### config.mk
export PLATFORM = sky130hd
export DESIGN_NAME = cfg_regs
export DESIGN_NICKNAME = d
export VERILOG_FILES = /design/src/common/briey_pkg.sv /design/src/cfg/cfg_regs.sv
export SDC_FILE = /design/constraint.sdc
export NUM_CORES = 1
export LEC_CHECK = 0
export BUFFER_PORTS_ARGS = -buffer_cell sky130_fd_sc_hd__buf_2
export CAP_MARGIN = 20
export CORE_AREA = 2 2 120 122
export DETAILED_ROUTE_END_ITERATION = 7
export DIE_AREA = 0 0 122 124
export PLACE_DENSITY = 0.68
export SETUP_SLACK_MARGIN = 0.5
export SYNTH_ARGS = -nofsm -noshare
export SYNTH_HDL_FRONTEND = slang
export SYNTH_SLANG_ARGS = --single-unit
### constraint.sdc
create_clock -name clk -period 3 [get_ports clk]
set_clock_uncertainty 0.2 [all_clocks]
set_input_delay 0.6 -clock clk [delete_from_list [all_inputs] [get_ports clk]]
set_output_delay 0.6 -clock clk [all_outputs]
set_load 0.005 [all_outputs]
### src/common/briey_pkg.sv
`default_nettype none

package briey_pkg;

  // bus and payload widths
  localparam int AXIL_ADDR_W = 32;
  localparam int AXIL_DATA_W = 64;
  localparam int HOST_ADDR_W = 64;
  localparam int CORE_ADDR_W = 29;
  localparam int AXI_ID_W    = 12;
  localparam int LINE_W      = 512;
  localparam int STRB_W      = 64;
  localparam int LINE_BYTES  = 64;
  localparam int IDX_W       = 6;
  localparam int LOAD_ADDR_W = 15;
  localparam int USER_W      = 6;
  localparam int ARUSER_W    = 5;

  // core requests from here up take user set 1
  localparam logic [CORE_ADDR_W-1:0] USER_SPLIT_ADDR = 29'h8000;

  // configuration register map
  localparam logic [AXIL_ADDR_W-1:0] REG_ID         = 32'h000;
  localparam logic [AXIL_ADDR_W-1:0] REG_ENABLE     = 32'h010;
  localparam logic [AXIL_ADDR_W-1:0] REG_BASE       = 32'h020;
  localparam logic [AXIL_ADDR_W-1:0] REG_RST_SET    = 32'h030;
  localparam logic [AXIL_ADDR_W-1:0] REG_RST_CLR    = 32'h040;
  localparam logic [AXIL_ADDR_W-1:0] REG_LOAD_EN    = 32'h050;
  localparam logic [AXIL_ADDR_W-1:0] REG_LOAD_IDX   = 32'h060;
  localparam logic [AXIL_ADDR_W-1:0] REG_LOAD_BYTE  = 32'h070;
  localparam logic [AXIL_ADDR_W-1:0] REG_LOAD_FIRE  = 32'h080;
  localparam logic [AXIL_ADDR_W-1:0] REG_LOAD_READY = 32'h090;
  localparam logic [AXIL_ADDR_W-1:0] REG_LOAD_ADDR  = 32'h0a0;
  localparam logic [AXIL_ADDR_W-1:0] REG_USER_WR    = 32'h0e0;
  localparam logic [AXIL_ADDR_W-1:0] REG_USER_RD    = 32'h120;

  // fixed read values
  localparam logic [AXIL_DATA_W-1:0] ID_VALUE       = 64'ha0a1a2a3_deadbeef;
  localparam logic [AXIL_DATA_W-1:0] BAD_READ_VALUE = 64'hdeaddead_deaddead;

  localparam logic [1:0] RESP_OKAY = 2'b00;

  // AXI-Lite endpoint FSM encoding
  localparam int AXIL_STATE_W = 2;
  localparam logic [AXIL_STATE_W-1:0] AXIL_IDLE    = 2'd0;
  localparam logic [AXIL_STATE_W-1:0] AXIL_READ    = 2'd1;
  localparam logic [AXIL_STATE_W-1:0] AXIL_WRITE_W = 2'd2;
  localparam logic [AXIL_STATE_W-1:0] AXIL_WRITE_B = 2'd3;

  // program-load line, filled per byte and sent out flat
  typedef union packed {
    logic [LINE_W-1:0]          flat;
    logic [LINE_BYTES-1:0][7:0] bytes;
  } load_line_u;

endpackage

`default_nettype wire

### src/cfg/cfg_regs.sv
`timescale 1ns/1ps
`default_nettype none

module cfg_regs (
  input  logic                                   clk,
  input  logic                                   rstn,
  input  logic                                   reg_wr,
  input  logic [briey_pkg::AXIL_ADDR_W-1:0]      reg_waddr,
  input  logic [briey_pkg::AXIL_DATA_W-1:0]      reg_wdata,
  input  logic [briey_pkg::AXIL_ADDR_W-1:0]      rd_addr,
  output logic [briey_pkg::AXIL_DATA_W-1:0]      rd_data,
  output logic                                   enable,
  output logic [briey_pkg::HOST_ADDR_W-1:0]      physical_base,
  output logic                                   core_rst,
  output logic [1:0][briey_pkg::USER_W-1:0]      core_awuser,
  output logic [1:0][briey_pkg::USER_W-1:0]      core_aruser,
  input  logic                                   load_en,
  input  logic [briey_pkg::IDX_W-1:0]            load_idx,
  input  logic [briey_pkg::LOAD_ADDR_W-1:0]      load_addr,
  input  logic                                   load_aw_valid,
  input  logic                                   load_w_valid,
  input  logic                                   load_aw_ready,
  input  logic                                   load_w_ready
);
  import briey_pkg::*;

  always_ff @(posedge clk) begin
    if (!rstn) begin
      enable        <= 1'b0;
      physical_base <= '0;
      core_rst      <= 1'b0;
      core_awuser   <= '0;
      core_aruser   <= '0;
    end else if (reg_wr) begin
      case (reg_waddr)
        REG_ENABLE:  enable <= reg_wdata[0];
        REG_BASE:    physical_base <= reg_wdata;
        // core reset is set and cleared at separate offsets
        REG_RST_SET: core_rst <= 1'b1;
        REG_RST_CLR: core_rst <= 1'b0;
        // low to high: wr set 0, wr set 1, rd set 0, rd set 1
        REG_USER_WR: {core_aruser, core_awuser} <= reg_wdata[4*USER_W-1:0];
        default: ;
      endcase
    end
  end

  // loader fields are decoded here for read-back only
  always_comb begin
    case (rd_addr)
      REG_ID:         rd_data = ID_VALUE;
      REG_ENABLE:     rd_data = AXIL_DATA_W'(enable);
      REG_BASE:       rd_data = physical_base;
      REG_LOAD_EN:    rd_data = AXIL_DATA_W'(load_en);
      REG_LOAD_IDX:   rd_data = AXIL_DATA_W'(load_idx);
      REG_LOAD_FIRE:  rd_data = AXIL_DATA_W'({load_aw_valid, load_w_valid});
      REG_LOAD_READY: rd_data = AXIL_DATA_W'({load_aw_ready, load_w_ready});
      REG_LOAD_ADDR:  rd_data = AXIL_DATA_W'(load_addr);
      REG_USER_RD:    rd_data = AXIL_DATA_W'({core_aruser, core_awuser});
      default:        rd_data = BAD_READ_VALUE;
    endcase
  end

endmodule

`default_nettype wire

==> flow_summary.ini <==
[logic_synthesis]
synthXorXnorAreaFrac = 0
synth_top_family_by_area = multiplexers
syn_avg_cell_area_um2 = 8.36
synth_fa_ha_area_frac = 0.00208
synthArstFlopShare = 0
synth_edf_count = 0
synth-simple-area-share = 0.214
syn_inst = 574
ys.warnings.count = 0
yosysUniqueCellTypes = 44
synth_mux_area_frac = 0.238
synth_compound_area_frac = 0.0970
synthFlopType = dfxtp_1
syn_area_um2 = 4800
yosysSeqAreaShare = 0.375
synth_seq_cells = 90
synth_nets = 731

[min_path]
hold_path_class = reg -> reg
hold_start = physical_base[49]

[layout]
n_antenna_cell = 0
multi_input_area_um2 = 2780
layout.nets = 1051
final_area_um2 = 7390
areaGrowthSynthToFinish_pct = 54.0
final_cell_mix = buf_2 (302), nand2_1 (156), mux2i_1 (112), dfxtp_1 (90), inv_1 (39)
ff_latch_area_um2 = 1800
final_common_cell = buf_2
final_util = 0.539
drive_gt1_frac = 0.446
fillers = 1328
instances_no_fill = 1079

[clock_tree]
numClockSinks = 90
clock_path_buffers = 2
clk_pin_slew_worst_paths_ns = 0.06
hold_buffers = 0
cts_tree = built
clk_latency_ns = 0.33
h-tree-depth = 3
cts_buffers = 9
cts_root_buffer = clkbuf_16

[placed_design]
placed_cell_area_um2 = 6750
dp_cells = 1052
post-dp-hpwl_mm = 11.9
place.gp.congestion = 0.838
portBuffers = 310

[floorplan]
core_um2 = 13700
die_w_um = 122
row_count = 43
ios = 311
dieArea_um2 = 15100
start_util = 0.350
die_h_um = 124

[timing]
finalHoldViolCount = 0
worst_pin_slew_ns = 0.495
setup_tns_ns = -11.36
period_share = 1.08
rsz0062_at_grt = yes
slew_headroom = 0.667
setup_ws_ns = -0.232
setup_viol = 64
maxSlewViolCount = 0
fmaxAchievable_mhz = 309
final.min_clock_period_ns = 3.23

[routing]
drtPass1Iterations = 6
viasPerCell = 4.85
first_iter_violations = 236
drt_wl_total_mm = 16.6
wl_per_cell_um = 15.4
drc_errors = 0
ant_nets = 0
vias = 5238

[global_route]
grt_pass1_vias = 4666
antenna_found_initial = 0
grt-ovfl-total = 0
grt_max_degree = 67
grtUsageTotal = 0.204
use_met3 = 0.0275
grt_pass1_wl_mm = 24.1
use_met2 = 0.352
grt_util_met1 = 0.260
busiest_layer = met2

[status]
failed_checks = negative setup slack
status = finished, violations left

[worst_setup_path]
crit_type = in -> out
crit_start = rd_addr[1]
cp.required_ns = 2.20
crit_arrival_ns = 2.43
worst-path-max-fanout = 6
startpoint_type = primary input
reg2reg_from = core_rst
critPathCaptureType = primary output

[power_and_ir_drop]
p_per_area_nw_per_um2 = 348
finalPower_w = 0.00257
peakVddDrop_v = 0.000207
p_leak_nw = 3.28

[flow_run]
drv_cap = 0
[where the power goes]
part	total (W)	switching [W]	internal, W	leakage [nW]
clock network	0.00115	0.000461	0.000690	0.145
logic	0.000228	0.000112	0.000115	2.41
registers	0.00119	0.000000000000177	0.00119	0.724
[worst max-delay path: stages]
cell	delay [ns]
buf_6	0.09
or4_4	0.54
buf_6	0.15
nor4_4	0.16
buf_4	0.17
nor4b_4	0.20
buf_6	0.17
buf_12	0.13
and2_4	0.14
buf_6	0.08
[through the flow]
step / setup WS [ns] / hold WS, ns
finish: -0.232 / 0.266
global route: -0.295 / 0.288
CTS: -0.216 / 0.267
detailed placement: -0.290 / 0.256
global placement: -0.237 / 0.252
floorplan: 0.0801 / 0.260
[path summary, 6_finish.rpt]
check | endpoint | slack [ns] | depth (start not counted)
max | rd_data[40] | -0.23 | 10
min | physical_base[49] | 0.27 | 2
max reg2reg | core_rst | 2.07 | 3
min reg2reg | physical_base[49] | 0.27 | 2
[cells in the mapped netlist, types with 2 or more instances]
cell,instances,area share
buf_2,10,0.010
mux2i_1,112,0.23
a21o_1,3,0.0047
buf_6,2,0.0047
nand2_1,156,0.12
buf_4,5,0.0078
o221ai_1,11,0.020
nand4_1,5,0.0065
a211oi_4,2,0.0083
nor2_1,7,0.0055
buf_1,4,0.0031
nor2b_1,3,0.0039
and4_1,2,0.0036
o21ai_1,6,0.0063
inv_1,39,0.030
and2_1,10,0.013
a32oi_1,2,0.0036
o21ai_0,30,0.031
clkbuf_1,22,0.017
mux2_2,2,0.0047
nand3_1,5,0.0052
o211ai_1,2,0.0031
a22oi_1,5,0.0078
dfxtp_1,90,0.38
nor4_1,13,0.017
nor3_1,7,0.0073
o22ai_1,2,0.0026
[sequential cells by signal (all words and copies together), names as in the netlist]
signal	cells
core_rst	1
core_awuser	12
core_aruser	12
physical_base	64
enable	1
[area by class of cell]
type	instances	share of cell area
clock inverters	4	0.00677
well taps	180	0.0305
multi-input cells	402	0.376
clock buffers	12	0.0347
flip-flops and latches	90	0.244
repair buffers	352	0.288
inverters	39	0.0198
[layer usage]
metal  wire, um  vias up
met5          0        -
li1           -     2603
met3        911       13
met4        231        0
met2       8340      184
met1       7150     2438
[kinds of logic (layout without fill, tap and decap cells)]
family | count (synthesis) | after routing
simple gates | 219 | 219
mux | 114 | 114
flops | 90 | 90
buf+inv | 82 | 407
compound gates | 68 | 68
fa+ha+maj | 1 | 1
[timing repair]
item	4_1_cts	5_1_grt
cloned	3	1
setup buffers	5	2
gates resized for setup	29	29
pin swaps	7	2
setup endpoints to repair	64	64
No activity file was read; power rests on OpenSTA's default activity.
