## config.mk

```make
export PLATFORM = sky130hd
export DESIGN_NAME = program_loader
export DESIGN_NICKNAME = d
export VERILOG_FILES = /design/src/common/briey_pkg.sv /design/src/cfg/program_loader.sv
export SDC_FILE = /design/constraint.sdc
export NUM_CORES = 1
export LEC_CHECK = 0
export ABC_CLOCK_PERIOD_IN_PS = 2400
export BUFFER_PORTS_ARGS = -buffer_cell sky130_fd_sc_hd__buf_2
export CAP_MARGIN = 20
export CORE_ASPECT_RATIO = 0.9
export CORE_MARGIN = 2
export CORE_UTILIZATION = 30
export DETAILED_ROUTE_END_ITERATION = 10
export MAX_ROUTING_LAYER = met4
export RECOVER_POWER = 100
export SLEW_MARGIN = 20
export SYNTH_ARGS = -nofsm -noshare
export SYNTH_HDL_FRONTEND = slang
export SYNTH_SLANG_ARGS = --single-unit
```

## constraint.sdc

```tcl
create_clock -name clk -period 2.4 [get_ports clk]
set_clock_uncertainty 0.1 [all_clocks]
set_input_delay 0.48 -clock clk [delete_from_list [all_inputs] [get_ports clk]]
set_output_delay 0.48 -clock clk [all_outputs]
set_load 0.01 [all_outputs]
```

## src/common/briey_pkg.sv

```systemverilog
`default_nettype none

package briey_pkg;

  // bus and payload widths
  localparam int AXIL_ADDR_W = 32;
  localparam int AXIL_DATA_W = 64;
  localparam int HOST_ADDR_W = 64;
  localparam int CORE_ADDR_W = 29;
  localparam int AXI_ID_W    = 12;
  localparam int LINE_W      = 512;
  localparam int STRB_W      = 64;
  localparam int LINE_BYTES  = 64;
  localparam int IDX_W       = 6;
  localparam int LOAD_ADDR_W = 15;
  localparam int USER_W      = 6;
  localparam int ARUSER_W    = 5;

  // core requests from here up take user set 1
  localparam logic [CORE_ADDR_W-1:0] USER_SPLIT_ADDR = 29'h8000;

  // configuration register map
  localparam logic [AXIL_ADDR_W-1:0] REG_ID         = 32'h000;
  localparam logic [AXIL_ADDR_W-1:0] REG_ENABLE     = 32'h010;
  localparam logic [AXIL_ADDR_W-1:0] REG_BASE       = 32'h020;
  localparam logic [AXIL_ADDR_W-1:0] REG_RST_SET    = 32'h030;
  localparam logic [AXIL_ADDR_W-1:0] REG_RST_CLR    = 32'h040;
  localparam logic [AXIL_ADDR_W-1:0] REG_LOAD_EN    = 32'h050;
  localparam logic [AXIL_ADDR_W-1:0] REG_LOAD_IDX   = 32'h060;
  localparam logic [AXIL_ADDR_W-1:0] REG_LOAD_BYTE  = 32'h070;
  localparam logic [AXIL_ADDR_W-1:0] REG_LOAD_FIRE  = 32'h080;
  localparam logic [AXIL_ADDR_W-1:0] REG_LOAD_READY = 32'h090;
  localparam logic [AXIL_ADDR_W-1:0] REG_LOAD_ADDR  = 32'h0a0;
  localparam logic [AXIL_ADDR_W-1:0] REG_USER_WR    = 32'h0e0;
  localparam logic [AXIL_ADDR_W-1:0] REG_USER_RD    = 32'h120;

  // fixed read values
  localparam logic [AXIL_DATA_W-1:0] ID_VALUE       = 64'ha0a1a2a3_deadbeef;
  localparam logic [AXIL_DATA_W-1:0] BAD_READ_VALUE = 64'hdeaddead_deaddead;

  localparam logic [1:0] RESP_OKAY = 2'b00;

  // AXI-Lite endpoint FSM encoding
  localparam int AXIL_STATE_W = 2;
  localparam logic [AXIL_STATE_W-1:0] AXIL_IDLE    = 2'd0;
  localparam logic [AXIL_STATE_W-1:0] AXIL_READ    = 2'd1;
  localparam logic [AXIL_STATE_W-1:0] AXIL_WRITE_W = 2'd2;
  localparam logic [AXIL_STATE_W-1:0] AXIL_WRITE_B = 2'd3;

  // program-load line, filled per byte and sent out flat
  typedef union packed {
    logic [LINE_W-1:0]          flat;
    logic [LINE_BYTES-1:0][7:0] bytes;
  } load_line_u;

endpackage

`default_nettype wire

```

## src/cfg/program_loader.sv

```systemverilog
`timescale 1ns/1ps
`default_nettype none

module program_loader (
  input  logic                              clk,
  input  logic                              rstn,
  input  logic                              reg_wr,
  input  logic [briey_pkg::AXIL_ADDR_W-1:0] reg_waddr,
  input  logic [briey_pkg::AXIL_DATA_W-1:0] reg_wdata,
  input  logic                              load_aw_ready,
  input  logic                              load_w_ready,
  output logic                              load_en,
  output logic [briey_pkg::IDX_W-1:0]       load_idx,
  output logic [briey_pkg::LOAD_ADDR_W-1:0] load_addr,
  output logic                              load_aw_valid,
  output logic                              load_w_valid,
  output briey_pkg::load_line_u             load_data
);
  import briey_pkg::*;

  always_ff @(posedge clk) begin
    if (!rstn) begin
      load_en       <= 1'b0;
      load_idx      <= '0;
      load_addr     <= '0;
      load_data     <= '0;
      load_aw_valid <= 1'b0;
      load_w_valid  <= 1'b0;
    end else begin
      // each request drops on its own ready
      if (load_aw_ready) load_aw_valid <= 1'b0;
      if (load_w_ready) load_w_valid <= 1'b0;

      if (reg_wr) begin
        case (reg_waddr)
          REG_LOAD_EN:   load_en <= reg_wdata[0];
          REG_LOAD_IDX:  load_idx <= reg_wdata[IDX_W-1:0];
          // one byte per write, placed at the current index
          REG_LOAD_BYTE: load_data.bytes[load_idx] <= reg_wdata[7:0];
          REG_LOAD_FIRE: begin
            // a new fire overrides a same-cycle ready
            load_aw_valid <= 1'b1;
            load_w_valid  <= 1'b1;
          end
          REG_LOAD_ADDR: load_addr <= reg_wdata[LOAD_ADDR_W-1:0];
          default: ;
        endcase
      end
    end
  end

endmodule

`default_nettype wire

```

==> out/metrics.yaml, run 1 <==
fmaxAchievable_mhz: 467
clock_latency_ns: 0.58
gp_congestion: 0.793
total_power_w: 0.0189
place_hpwl_mm: 43.5
path_clk_slew_ns: 0.06
drv_cap: 0
yosys.area.top_type: "dfxtp_1"
cts_root_buffer: "clkbuf_16"
start_kind: "flip-flop"
synth_ff_type: "dfxtp_1"
synth.area.top_cells: "dfxtp_1, mux2i_1, nand2_1"
cpPeakStageDelay_ns: 0.50
syn_area_mm2: 0.0198
core_area_mm2: 0.0655
synth_warnings: 0
h-tree-depth: 2
vias_per_cell: 4.68
synth-edff-count: 0
numCtsBuffers: 54
power.density_mw_per_mm2: 744
port_buffers: 587
cp_slowest_cell: "clkbuf_1"
gr-usage-met2_pct: 31.1
min_period_ns: 2.14
use_met3_pct: 3.76
rsz0062_at_grt: "false"
path_class: "reg -> reg"
path_cells: "nand2b_1 -> nor2_1 -> clkbuf_2 -> nand4_2 -> clkbuf_1 -> mux2i_1"
grt_busiest_layer: "met2"
cts_resized: 0
syn_area_per_cell_um2: 10.6
crit_family: "buffers and inverters"
area_delta_synth_final_pct: 27.9
grt_pass1_vias: 15700
slew_headroom_pct: 54.9
overflow: 0
grt_max_degree: 122
wl_per_cell_um: 19.5
synth_nets: 1968
path_max_fanout: 8
wl_mm: 66.0
ys_types: 23
antenna_cells: 0
vias: 15800
syn_inst: 1867
hold_class: "in -> reg"
die_area_mm2: 0.0682
grtUsageTotal_pct: 18.9
setup_viol: 0
drive_gt1_share_pct: 10.9
clock_sinks: 536
antenna_found_initial: 0
synth.most_common_cell: "nand2_1"
power_leakage_nw: 12.7
crit_path_end_kind: "flip-flop"
netlist_top_cells_count: "nand2_1, dfxtp_1, mux2i_1"
first_iter_violations: 810
die_x_um: 275
die_h_um: 248
pin_count: 637
path_buf_inv: 2
synthArstFlopShare_pct: 0
first_pass_iters: 5
tightest_slew_ns: 0.676
ant_nets: 0
cts_tree: "done"
use_met1_pct: 23.1
cts_max_path_buffers: 3
synth_top_area_share_pct: 54.1
final_max_slew_viol_count: 0
status: "complete, no violations"
rows: 89
ys_seq_area_share_pct: 54.1
cp.required_ns: 2.81
drc: 0
hold_viol_final: 0
crit_arrival_ns: 2.55
grt_pass1_wl_mm: 95.7
place_ws_ns: -0.0463
start_util_pct: 30.3
timing.final.crit_share_pct: 89.3
fin_ws_ns: 0.258
ir_drop_mv: 0.604
ys_seq_elements: 536
final_nets: 2576
## routing by layer
metal / up-vias / wire length (µm) / share of wire (%)
li1: 7511 / - / -
met1: 7724 / 28600 / 43
met2: 476 / 31600 / 48
met3: 129 / 3720 / 5.6
met4: 0 / 2030 / 3.1
met5: - / 0 / 0
## flip-flops by register name, summed over array words and instances (netlist names)
register / flops
load_aw_valid: 1
load_addr: 15
load_data: 512
load_w_valid: 1
load_idx: 6
load_en: 1
## per-stage QoR
step,hold WS [ns],cell area (µm²),TNS [ns],util (%),cells
3_5_place_dp,0.348,24400,-1.15,37.3,3279
6_report,0.0458,25400,0,38.7,3385
4_1_cts,0.00304,26500,0,40.4,3385
2_1_floorplan,0.382,19800,0,-,1867
3_3_place_gp,0.341,24400,0,37.3,3279
5_1_grt,0.0400,25400,0,38.7,3385
## worst register-to-register path: stages (launching register included)
cell	delay (ns)
dfxtp_1	0.36
nand2b_1	0.34
nor2_1	0.09
clkbuf_2	0.26
nand4_2	0.17
clkbuf_1	0.50
mux2i_1	0.27
## where the power goes
part	switching, W	leakage (nW)	internal, W
Sequential	0.0000000000000804	4.31	0.00889
Clock	0.00363	0.979	0.00580
Combinational	0.000414	7.42	0.000136
Total	0.00405	12.7	0.0148
## layout by cell type, fill, tap and decap left out, drive strengths merged
master       instances
a21boi               2
and3b                2
and4                 2
and4bb               1
buf                 98
bufinv              11
clkbuf             658
clkinv              10
clkinvlp             7
dfxtp              536
dlygate4sd3          4
inv                  2
mux2i              534
nand2              552
nand2b               7
nand3                2
nand4               64
nand4b               3
nand4bb              1
nor2                13
nor3                 4
nor3b                1
nor4                 6
nor4b                1
## cells by family after synthesis
group                  Yosys count  synth area share [%]
buffers and inverters          136                  2.76
AND/OR/NAND/NOR                659                  16.1
flip-flops                     536                  54.1
AO/OA/AOI/OAI                    2                0.0757
multiplexers                   534                  26.9
## layout make-up
| class | instances | area [µm²] |
|---|---|---|
| sequential | 536 | 10700 |
| timing repair buffer | 688 | 3160 |
| clock buffer | 72 | 1570 |
| fill | 6776 | 40100 |
| clock inverter | 30 | 454 |
| multi-input combinational | 1195 | 8370 |
| tap | 864 | 1080 |
## path summary, 6_finish.rpt
kind         slack, ns      startpoint             end  depth (start not counted)
max               0.26     load_idx[4]  load_data[359]                          6
min               0.05   reg_wdata[12]   load_addr[12]                          3
max reg2reg       0.26     load_idx[4]  load_data[359]                          6
min reg2reg       0.36  load_data[186]  load_data[186]                          2
## what timing repair did
item                                   4_1_cts  5_1_grt
hold buffers                                 4        0
buffers inserted                             0        0
endpoints found under the hold margin        4        0
Power figures use the tool's default switching activity.
==> inputs of run 2 (changes only) <==
--- a/config.mk
+++ b/config.mk
@@ -13,7 +13,7 @@
 export CORE_UTILIZATION = 30
 export DETAILED_ROUTE_END_ITERATION = 10
 export MAX_ROUTING_LAYER = met4
-export RECOVER_POWER = 100
+export RECOVER_POWER = 50
 export SLEW_MARGIN = 20
 export SYNTH_ARGS = -nofsm -noshare
 export SYNTH_HDL_FRONTEND = slang
==> out/metrics.yaml, run 2 (synthesized netlist as in run 1, its figures left out) <==
status: "complete, no violations"
highest_layer: "met4"
cp.required_ns: 2.74  # -0.07 ns
hold_viol_final: 0  # unchanged
power_leakage_nw: 13.1  # +3.3%
hold_class: "in -> reg"
path_max_fanout: 8  # unchanged
first_pass_iters: 5  # unchanged
die_area_mm2: 0.0682  # unchanged
cts_resized: 0  # unchanged
die_x_um: 275  # unchanged
place_hpwl_mm: 43.5  # unchanged
antenna_found_initial: 0  # unchanged
comb_power_share_pct: 2.9  # about the same
switching_share_pct: 21.5  # about the same
multi_input_area_mm2: 0.00862  # +3.0%
grt_pass1_wl_mm: 95.7  # unchanged
pin_count: 637  # unchanged
h-tree-depth: 2  # unchanged
rrSetupSlack_ns: 0.35  # +0.10 ns
rows: 89  # unchanged
wl_met1_mm: 28.5  # -0.36%
final_nets: 2576  # unchanged
ant_nets: 0  # unchanged
gp_congestion: 0.793  # unchanged
largest_reg_flops: 512  # unchanged
grt_max_degree: 122  # unchanged
ir_drop_mv: 0.604  # about the same
drv_cap: 0  # unchanged
overflow: 0  # unchanged
cp_slowest_cell: "nand4bb_1"
switching_power_w: 0.00405  # +0.10%
clock_sinks: 536  # unchanged
p_int_w: 0.0148  # about the same
slew_headroom_pct: 63.0  # +8.1 points
antenna_cells: 0  # unchanged
port_buffers: 587  # unchanged
path_cells: "nand4bb_1 -> nor2_2 -> buf_4 -> nand4_2 -> mux2i_1"
critical_path.endpoint: "load_data[336]"
met3WireLength_mm: 3.74  # +0.46%
r2r_cells: 5  # -1
fmaxAchievable_mhz: 489  # +4.7%
regArea_mm2: 0.0107  # unchanged
r2r_end: "load_data[336]"
clock_latency_ns: 0.58  # about the same
min_period_ns: 2.05  # -0.0964 ns
timing.final.crit_share_pct: 85.2  # -4.0 points
wl_mm: 66.0  # -0.11%
cpPeakStageDelay_ns: 0.35  # -0.15 ns
final_max_slew_viol_count: 0  # unchanged
grtUsageTotal_pct: 18.9  # unchanged
cts_root_buffer: "clkbuf_16"
start_util_pct: 30.3  # unchanged
path_clk_slew_ns: 0.06  # about the same
power_frac_seq_pct: 47.1  # about the same
die_h_um: 248  # unchanged
cts_tree: "done"
grt_pass1_vias: 15700  # unchanged
core_area_mm2: 0.0655  # unchanged
drc: 0  # unchanged
power.density_mw_per_mm2: 733  # -1.5%
cts_max_path_buffers: 3  # unchanged
start_kind: "flip-flop"
dp_cells: 3279  # unchanged
path_class: "reg -> reg"
tightest_slew_ns: 0.555  # -0.121 ns
clockPowerShare_pct: 50.0  # about the same
wl_per_cell_um: 19.5  # -0.11%
drive_gt1_share_pct: 13.5  # +2.6 points
top_regs: "load_data: 512 flops, load_addr: 15 flops, load_idx: 6 flops"
crit_path_end_kind: "flip-flop"
r2r_start: "load_idx[0]"
final_cells: 3385  # unchanged
fill_cells: 6698  # -1.2%
area_delta_synth_final_pct: 29.9
final_common_cell: "nand2_1"
vias: 15800  # -0.38%
fin_tns_setup_ns: 0  # unchanged
postCtsSetupRepairBufs: 0  # unchanged
rsz0062_at_grt: "false"
cp-startpoint: "load_idx[0]"
regMostFlops: "load_data"
ctsHoldBuffers: 4  # unchanged
hold_start: "reg_wdata[12]"
wl_met2_mm: 31.7  # +0.27%
setup_viol: 0  # unchanged
crit_arrival_ns: 2.39  # -0.16 ns
numCtsBuffers: 54  # unchanged
final_cell_mix: "nand2_1, clkbuf_1, dfxtp_1, mux2i_1, buf_4"
vias_per_cell: 4.66  # -0.38%
first_iter_violations: 820  # +1.2%
run 2: power groups by stage:
stage / clock network, W / logic (W) / registers, W
2_1_floorplan: 0 / 0.000272 / 0.00909
3_3_place_gp: 0 / 0.000543 / 0.00909
3_5_place_dp: 0 / 0.000550 / 0.00909
4_1_cts: 0.00964 / 0.000556 / 0.00889
5_1_grt: 0.00997 / 0.000587 / 0.00889
6_report: 0.00944 / 0.000553 / 0.00889
run 2: per-layer routing:
metal  GRT usage (%)  vias to the layer above
li1                -                     7496
met1            23.1                     7698
met2            31.1                      459
met3            3.76                      127
met4            6.34                        0
met5               -                        -
run 2: worst min path at each step:
stage / cells after the start / to
after global routing: 3 / load_addr[12]
after detailed placement: 2 / load_data[302]
after CTS: 3 / load_addr[12]
after global placement: 2 / load_data[21]
final: 3 / load_addr[12]
after floorplan: 2 / load_addr[10]
run 2: per-stage QoR:
| step | setup slack (ns) | instance area, µm² | hold slack (ns) | utilization (%) | power, W |
|---|---|---|---|---|---|
| floorplan | 0.315 | 19800 | 0.382 | - | 0.00937 |
| global placement | 0.0777 | 24400 | 0.341 | 37.3 | 0.00964 |
| detailed placement | -0.0463 | 24400 | 0.348 | 37.3 | 0.00964 |
| CTS | 0.350 | 26500 | 0.00304 | 40.4 | 0.0191 |
| global route | 0.195 | 25800 | 0.0400 | 39.4 | 0.0194 |
| finish | 0.354 | 25800 | 0.0457 | 39.4 | 0.0189 |
run 2: critical path: cells and delay by family (launching register included):
kind / cells / cell delay [ns]
buf+inv: 1 / 0.23
mux: 1 / 0.22
flops: 1 / 0.33
simple gates: 3 / 1.01
run 2: area by class of cell:
type                       instances  share of cell area [%]
timing repair buffer             688                    12.9
tap                              864                    4.19
clock inverter                    30                    1.76
sequential                       536                    41.6
multi-input combinational       1195                    33.5
clock buffer                      72                    6.10
