==> src/common/briey_pkg.sv <==
`default_nettype none

package briey_pkg;

  // bus and payload widths
  localparam int AXIL_ADDR_W = 32;
  localparam int AXIL_DATA_W = 64;
  localparam int HOST_ADDR_W = 64;
  localparam int CORE_ADDR_W = 29;
  localparam int AXI_ID_W    = 12;
  localparam int LINE_W      = 512;
  localparam int STRB_W      = 64;
  localparam int LINE_BYTES  = 64;
  localparam int IDX_W       = 6;
  localparam int LOAD_ADDR_W = 15;
  localparam int USER_W      = 6;
  localparam int ARUSER_W    = 5;

  // core requests from here up take user set 1
  localparam logic [CORE_ADDR_W-1:0] USER_SPLIT_ADDR = 29'h8000;

  // configuration register map
  localparam logic [AXIL_ADDR_W-1:0] REG_ID         = 32'h000;
  localparam logic [AXIL_ADDR_W-1:0] REG_ENABLE     = 32'h010;
  localparam logic [AXIL_ADDR_W-1:0] REG_BASE       = 32'h020;
  localparam logic [AXIL_ADDR_W-1:0] REG_RST_SET    = 32'h030;
  localparam logic [AXIL_ADDR_W-1:0] REG_RST_CLR    = 32'h040;
  localparam logic [AXIL_ADDR_W-1:0] REG_LOAD_EN    = 32'h050;
  localparam logic [AXIL_ADDR_W-1:0] REG_LOAD_IDX   = 32'h060;
  localparam logic [AXIL_ADDR_W-1:0] REG_LOAD_BYTE  = 32'h070;
  localparam logic [AXIL_ADDR_W-1:0] REG_LOAD_FIRE  = 32'h080;
  localparam logic [AXIL_ADDR_W-1:0] REG_LOAD_READY = 32'h090;
  localparam logic [AXIL_ADDR_W-1:0] REG_LOAD_ADDR  = 32'h0a0;
  localparam logic [AXIL_ADDR_W-1:0] REG_USER_WR    = 32'h0e0;
  localparam logic [AXIL_ADDR_W-1:0] REG_USER_RD    = 32'h120;

  // fixed read values
  localparam logic [AXIL_DATA_W-1:0] ID_VALUE       = 64'ha0a1a2a3_deadbeef;
  localparam logic [AXIL_DATA_W-1:0] BAD_READ_VALUE = 64'hdeaddead_deaddead;

  localparam logic [1:0] RESP_OKAY = 2'b00;

  // AXI-Lite endpoint FSM encoding
  localparam int AXIL_STATE_W = 2;
  localparam logic [AXIL_STATE_W-1:0] AXIL_IDLE    = 2'd0;
  localparam logic [AXIL_STATE_W-1:0] AXIL_READ    = 2'd1;
  localparam logic [AXIL_STATE_W-1:0] AXIL_WRITE_W = 2'd2;
  localparam logic [AXIL_STATE_W-1:0] AXIL_WRITE_B = 2'd3;

  // program-load line, filled per byte and sent out flat
  typedef union packed {
    logic [LINE_W-1:0]          flat;
    logic [LINE_BYTES-1:0][7:0] bytes;
  } load_line_u;

endpackage

`default_nettype wire

==> src/source/cxl_bridge.sv <==
`timescale 1ns/1ps
`default_nettype none

module cxl_bridge (
  input  logic                              enable,
  input  logic [briey_pkg::HOST_ADDR_W-1:0] physical_base,
  input  logic [1:0][briey_pkg::USER_W-1:0] core_awuser,
  input  logic [1:0][briey_pkg::USER_W-1:0] core_aruser,
  // core side
  input  logic [briey_pkg::CORE_ADDR_W-1:0] core_awaddr,
  input  logic [briey_pkg::AXI_ID_W-1:0]    core_awid,
  input  logic                              core_awvalid,
  output logic                              core_awready,
  input  logic [briey_pkg::LINE_W-1:0]      core_wdata,
  input  logic [briey_pkg::STRB_W-1:0]      core_wstrb,
  input  logic                              core_wvalid,
  output logic                              core_wready,
  output logic [briey_pkg::AXI_ID_W-1:0]    core_bid,
  output logic                              core_bvalid,
  input  logic                              core_bready,
  input  logic [briey_pkg::CORE_ADDR_W-1:0] core_araddr,
  input  logic [briey_pkg::AXI_ID_W-1:0]    core_arid,
  input  logic                              core_arvalid,
  output logic                              core_arready,
  output logic                              core_rvalid,
  input  logic                              core_rready,
  // host side
  output logic [briey_pkg::HOST_ADDR_W-1:0] awaddr,
  output logic [briey_pkg::AXI_ID_W-1:0]    awid,
  output logic [briey_pkg::USER_W-1:0]      awuser,
  output logic                              awvalid,
  input  logic                              awready,
  output logic [briey_pkg::LINE_W-1:0]      wdata,
  output logic [briey_pkg::STRB_W-1:0]      wstrb,
  output logic                              wvalid,
  input  logic                              wready,
  input  logic [briey_pkg::AXI_ID_W-1:0]    bid,
  input  logic                              bvalid,
  output logic                              bready,
  output logic [briey_pkg::HOST_ADDR_W-1:0] araddr,
  output logic [briey_pkg::AXI_ID_W-1:0]    arid,
  output logic [briey_pkg::ARUSER_W-1:0]    aruser,
  output logic                              arvalid,
  input  logic                              arready,
  input  logic                              rvalid,
  output logic                              rready
);
  import briey_pkg::*;

  logic [USER_W-1:0] aruser_set;

  // nothing crosses while the bridge is disabled
  assign awvalid      = core_awvalid && enable;
  assign wvalid       = core_wvalid && enable;
  assign arvalid      = core_arvalid && enable;
  assign core_bvalid  = bvalid && enable;
  assign core_rvalid  = rvalid && enable;
  assign core_awready = awready && enable;
  assign core_wready  = wready && enable;
  assign core_arready = arready && enable;

  // drain host responses when disabled
  assign bready = core_bready || !enable;
  assign rready = core_rready || !enable;

  // core byte address offset into host memory
  assign awaddr = physical_base + HOST_ADDR_W'(core_awaddr);
  assign araddr = physical_base + HOST_ADDR_W'(core_araddr);

  assign awuser     = (core_awaddr >= USER_SPLIT_ADDR) ? core_awuser[1] : core_awuser[0];
  assign aruser_set = (core_araddr >= USER_SPLIT_ADDR) ? core_aruser[1] : core_aruser[0];
  assign aruser     = aruser_set[ARUSER_W-1:0];

  assign awid     = core_awid;
  assign arid     = core_arid;
  assign core_bid = bid;
  assign wdata    = core_wdata;
  assign wstrb    = core_wstrb;

endmodule

`default_nettype wire

==> config.mk <==
export PLATFORM = sky130hd
export DESIGN_NAME = cxl_bridge
export DESIGN_NICKNAME = d
export VERILOG_FILES = /design/src/common/briey_pkg.sv /design/src/source/cxl_bridge.sv
export SDC_FILE = /design/constraint.sdc
export NUM_CORES = 1
export LEC_CHECK = 0
export BUFFER_PORTS_ARGS = -buffer_cell sky130_fd_sc_hd__buf_2
export CELL_PAD_IN_SITES_DETAIL_PLACEMENT = 1
export CELL_PAD_IN_SITES_GLOBAL_PLACEMENT = 2
export CORE_AREA = 2 2 591 593
export DETAILED_ROUTE_END_ITERATION = 7
export DIE_AREA = 0 0 593 595
export PLACE_DENSITY = 0.33
export SLEW_MARGIN = 20
export SYNTH_ARGS = -nofsm -noshare
export SYNTH_HDL_FRONTEND = slang
export SYNTH_SLANG_ARGS = --single-unit
==> constraint.sdc <==
create_clock -name vclk -period 5.8
set_input_delay 0.58 -clock vclk [all_inputs]
set_output_delay 0.58 -clock vclk [all_outputs]
set_load 0.05 [all_outputs]
==> summary.txt, run 1 <==
Synthesis
  • Unique cell type count in the Yosys netlist: 62
  • Sequential area share after synthesis: 0%
  • Number of standard cells after synthesis: roughly 1300
  • Area of the mapped netlist: 9450 sq um
  • Syn nets: approximately 2200
  • Mean post-synth cell area: 7.12 sq um
  • Number of warnings issued by yosys: 0

Die
  • IO Count: ~1500
  • Vertical extent of the die: a little under 600 microns
  • Die ar.: 353000 sq um
  • Effective utilization at floorplan: roughly 2.7%
  • Placement row count: roughly 220
  • Total core area: 347000 sq um
  • Die X: 593 microns

Worst setup path
  • Nature of the critical path endpoint: output pin
  • Critical path startpoint category: input port
  • Ordered cell list for the critical path: buf_2, ha_1, nand4_1, nor3_1, o311a_1, buf_4, o21ai_1, o221a_1, buf_4, nor3_1, xor2_1, buf_2
  • Delay of the slowest cell on the worst path: roughly 0.55 ns
  • Largest fanout on the critical path: 19
  • Critical Setup Path Class: input port to output pin
  • Dominant delay contributor by cell family on the critical path: simple AND/OR/NAND/NOR gates
  • Buf/Inv on CP: 4
  • Worst Path Arrival: 4.05 ns
  • Slowest library cell on the worst path: ha_1
  • Endpoint required time on the critical path: 5.22 ns

Final layout
  • Layout overhead on the synthesized area: 30.3%
  • Count of placed standard cells in the final layout, fillers left out: 5646
  • Net count of the finished layout: 1846
  • Total of clock buffers placed in the layout: 0
  • Number of flip-flops and latches: 0
  • Area taken by flip-flops and latches: 0 sq um
  • Ratio of cells with drive above 1 in the final layout: between 30% and 40%
  • Final core utilization: 3.55%

Power
  • Leak pwr: 3.28 nW
  • Maximum ir drop on the vdd rail: ~52 uV
  • Power per standard cell area: ~110 nW/um^2

Timing
  • Worst hold slack: 1.16 ns
  • Achievable Freq: approximately 0.22 GHz
  • Final Setup Violations: 0
  • Part of the cycle the worst path needs: about four fifths
  • Worst-case headroom to the max-slew limit: 33.5%
  • Setup repair after global routing missed its margin: no
  • Max Transition Viols Final: 0
  • Least-Margin Pin Slew: 0.991 ns
  • Final setup TNS: 0 ns
  • Final WS setup: 1.17 ns
  • Post-layout minimum cycle time: 4.63 ns
  • Final Hold Vio Count: 0

Global route
  • Total grt overflow: 0
  • Wire length of the first global-routing pass: between 150000 and 200000 microns
  • Vias in the first global route: roughly 9000
  • Pin count of the biggest net entering global routing: 20
  • Number of antenna violations at the first check in global routing: 83
  • All-layer global routing usage: 9.51%

Worst hold path
  • Min-Delay Startpoint: bid[2]
  • Worst Hold End: core_bid[2]
  • Worst hold path type: input port to output pin
  • Hold path cells: 0

Placement
  • Post-Place Setup Slack: ~0.96 ns
  • Estimated wirelength of the detail-placed design: about 170000 microns
  • Port buffer count: 304
  • Placed cells: between 5000 and 6000
  • Routability Congestion: 0.695

Route
  • Vias/cell: 1.49
  • Detail-routed net length per standard cell: 31.1 microns
  • Vias after detailed routing: 8437
  • Iter 0 DRT Violations: around 330
  • Pre-Repair DR Iteration Count: 4
  • Post-route antenna net violation count: 0
  • Number of DRC violations after detailed routing: 0
  • Wire length reported by the detailed router: 176000 microns

Clocking
  • Number of instances resized during post-cts repair: 0
  • Total setup buffers inserted after CTS: 0
  • Hold buffers post-CTS: 0

Status
  • Status: complete, no violations

Job
  • Max Cap Viol: 0
==> synth_stat cells, types with 5 or more instances <==
library cell | n | share of area [%]
xor2_1 | 36 | 3.3
nand3_1 | 53 | 2.8
clkbuf_1 | 19 | 0.75
and3_1 | 20 | 1.3
o21a_1 | 8 | 0.64
mux2_2 | 11 | 1.3
nand2_1 | 70 | 2.8
a21oi_1 | 67 | 3.5
ha_1 | 58 | 7.7
xnor2_1 | 82 | 7.6
and4_1 | 5 | 0.46
o21bai_1 | 7 | 0.56
nand2b_1 | 15 | 0.99
buf_2 | 10 | 0.53
nor4_1 | 7 | 0.46
and2_1 | 13 | 0.86
buf_4 | 613 | 49
nand4_1 | 25 | 1.7
o211ai_1 | 5 | 0.40
nor3_1 | 17 | 0.90
o21ai_0 | 33 | 1.7
a31oi_1 | 7 | 0.46
a21o_1 | 23 | 1.8
nor2_1 | 50 | 2.0
inv_1 | 16 | 0.64
==> cells by family (layout without fill, tap and decap cells) <==
group / Yosys count / in the layout / synth area share [%]
AOI/OAI and AO/OA: 189 / 189 / 13.2
other: 0 / 32 / 0
muxes: 11 / 11 / 1.31
adders and majority gates: 60 / 60 / 8.10
buffers and inverters: 661 / 348 / 50.9
and+or+nand+nor: 289 / 289 / 15.6
xor gates and xnor gates: 118 / 118 / 10.9
==> through the flow <==
stage	instance area, sq um	power, mW
CTS	12200	1.39
detailed placement	12200	1.39
global placement	12200	1.39
global route	12200	1.42
floorplan	9450	1.96
finish	12300	1.33
==> layout make-up <==
cell class / instances / area (sq um)
fill: 41600 / 335000
inverter: 16 / 60.1
tap: 4599 / 5750
timing repair buffer: 332 / 1760
antenna: 32 / 80.1
multi-input combinational: 667 / 4660
==> metal layers <==
layer / vias up / GRT usage [%] / routed length [microns]
li1: 3264 / - / -
met1: 3599 / 4.07 / 26800
met2: 1034 / 16.6 / 85000
met3: 468 / 13.5 / 53200
met4: 72 / 4.19 / 9960
met5: - / 0.369 / 632
==> worst max path at each step <==
stage	startpoint	endpoint	slack [ns]	cells past startpoint
after global routing	physical_base[17]	awaddr[63]	0.90	12
after global placement	physical_base[8]	araddr[44]	0.63	12
after detailed placement	physical_base[19]	araddr[63]	0.96	12
after floorplan	physical_base[1]	araddr[17]	1.53	7
final	physical_base[19]	araddr[61]	1.17	12
after CTS	physical_base[19]	araddr[63]	0.94	12
==> power breakdown <==
part | switching, mW | internal, mW
Sequential | 0 | 0
Clock | 0 | 0.000000762
Combinational | 1.01 | 0.323
==> layout by cell type (no fill, tap or decap), types with 16 or more instances in the layout <==
| cell type | count |
|---|---|
| buf_4 | 27 |
| xnor2_1 | 82 |
| nand4_1 | 25 |
| and3_1 | 20 |
| nand3_1 | 53 |
| nor3_1 | 17 |
| inv_1 | 16 |
| a21o_1 | 23 |
| diode_2 | 32 |
| o21ai_0 | 31 |
| xor2_1 | 36 |
| nand2_1 | 70 |
| a21oi_1 | 67 |
| buf_2 | 303 |
| ha_1 | 58 |
| nor2_1 | 50 |
Note: power is estimated with default switching activity, not from simulation.
==> inputs of run 2 (changes only) <==
==> constraint.sdc (replaced) <==
create_clock -name vclk -period 4.4
set_input_delay 0.44 -clock vclk [all_inputs]
set_output_delay 0.44 -clock vclk [all_outputs]
set_load 0.05 [all_outputs]
==> summary.txt, run 2 (same netlist as run 1, synthesis figures left out) <==
Timing
  • Setup repair after global routing missed its margin: no
  • Worst-case headroom to the max-slew limit: 30.2%
  • Part of the cycle the worst path needs: 94.6%
  • Final Setup Violations: 0
  • Least-Margin Pin Slew: 1.03 ns
  • Achievable Freq: 0.240 GHz
  • Final Hold Vio Count: 0
  • Final setup TNS: 0 ns
  • Max Transition Viols Final: 0
  • Worst hold slack: 0.880 ns
  • Post-layout minimum cycle time: 4.16 ns

Route
  • Number of DRC violations after detailed routing: 0
  • Detail-routed net length per standard cell: approximately 31 microns
  • Pre-Repair DR Iteration Count: 4
  • Post-route antenna net violation count: 0
  • Vias after detailed routing: 8587
  • Wire length reported by the detailed router: 176000 microns
  • Vias/cell: roughly 1.5
  • Iter 0 DRT Violations: 387

Power
  • Total Power: 1.91 mW
  • Power per standard cell area: 147 nW/um^2
  • Maximum ir drop on the vdd rail: 72.6 uV
  • Leak pwr: 3.61 nW

Worst hold path
  • Hold path cells: 0
  • Worst Hold End: core_bid[2]
  • Worst hold path type: input port to output pin
  • Min-Delay Startpoint: bid[2]

Global route
  • Vias in the first global route: around 9000
  • Wire length of the first global-routing pass: 197000 microns
  • Total grt overflow: 0
  • All-layer global routing usage: 9.53%
  • Pin count of the biggest net entering global routing: 22
  • Number of antenna violations at the first check in global routing: 83

Die
  • Placement row count: 217
  • Vertical extent of the die: approximately 600 microns
  • Total core area: 347000 sq um
  • Die X: 593 microns
  • Effective utilization at floorplan: 2.72%
  • Die ar.: between 300000 and 400000 sq um
  • IO Count: roughly 1500

Final layout
  • Commonest cells after routing, fill and taps aside: buf_2 (290), xnor2_1 (82), nand2_1 (70), buf_4 (69), a21oi_1 (66)
  • Final design instance area without fill: 12900 sq um
  • Layout overhead on the synthesized area: 36.7%
  • Leading cell type in the layout, fill and taps excluded: buf_2
  • Net count of the finished layout: approximately 1900
  • Ratio of cells with drive above 1 in the final layout: approximately two fifths
  • Area taken by flip-flops and latches: 0 sq um
  • Number of flip-flops and latches: 0
  • Total of clock buffers placed in the layout: 0
  • Final core utilization: between 3 and 4%

Worst setup path
  • Worst Path Arrival: 3.72 ns
  • Endpoint required time on the critical path: 3.96 ns
  • Largest fanout on the critical path: 15
  • Critical Setup Path Class: input port to output pin
  • Critical path startpoint category: input port
  • Nature of the critical path endpoint: output pin

Placement
  • Estimated wirelength of the detail-placed design: 169000 microns
  • Area of placed instances: between 10000 and 15000 sq um
  • Port buffer count: 304
  • Routability Congestion: just over 0.7

Job
  • Max Cap Viol: 0

Clocking
  • Total setup buffers inserted after CTS: 0

Status
  • Status: complete, no violations
==> run 2: stage by stage <==
step | worst slack [ns] | std cells
2_1_floorplan | 0.408 | 1328
3_3_place_gp | -0.364 | 5662
3_5_place_dp | -0.318 | 5662
4_1_cts | 0.00869 | 5662
5_1_grt | 0.0173 | 5667
6_report | 0.238 | 5680
==> run 2: routing by layer <==
layer	up-vias	track usage, %	routed length [microns]
met2	1049	16.7	85400
met1	3620	4.13	26700
met3	500	13.4	53600
met4	72	4.10	9870
li1	3346	-	-
met5	-	0.369	606
==> run 2: cell type report <==
cell class,count,area (sq um)
inverter,16,60.1
antenna,18,45.0
timing repair buffer,380,2390
tap,4599,5750
multi-input combinational,667,4670
fill,41600,334000
==> run 2: how the worst max path moves through the flow <==
| stage | start | cells after the start | to |
|---|---|---|---|
| after floorplan | physical_base[1] | 7 | araddr[17] |
| after global placement | physical_base[23] | 15 | awaddr[34] |
| after detailed placement | physical_base[23] | 15 | awaddr[36] |
| after CTS | physical_base[0] | 16 | awaddr[36] |
| after global routing | physical_base[0] | 16 | awaddr[36] |
| final | physical_base[0] | 16 | awaddr[36] |
==> run 2: worst max-delay path: stages <==
cell       delay (ns)
buf_2            0.15
ha_1             0.24
fa_1             0.40
a21o_1           0.23
a221o_1          0.35
a2bb2oi_1        0.16
buf_4            0.17
a31oi_1          0.12
buf_4            0.20
a211oi_4         0.29
o21ai_2          0.14
buf_12           0.17
buf_4            0.14
nand3_1          0.08
xnor2_1          0.12
buf_2            0.29
==> run 2: what timing repair did <==
action                                  4_1_cts  5_1_grt
pin swaps                                     0        1
hold buffers                                  0        0
resized for setup                             2        0
endpoints found under the setup margin       17        3
==> run 2: report_power, final <==
| group | internal (mW) | switching (mW) | total [mW] |
|---|---|---|---|
| Clock | 0.000000543 | 0 | 0.000000543 |
| Sequential | 0 | 0 | 0 |
| Combinational | 0.549 | 1.36 | 1.91 |
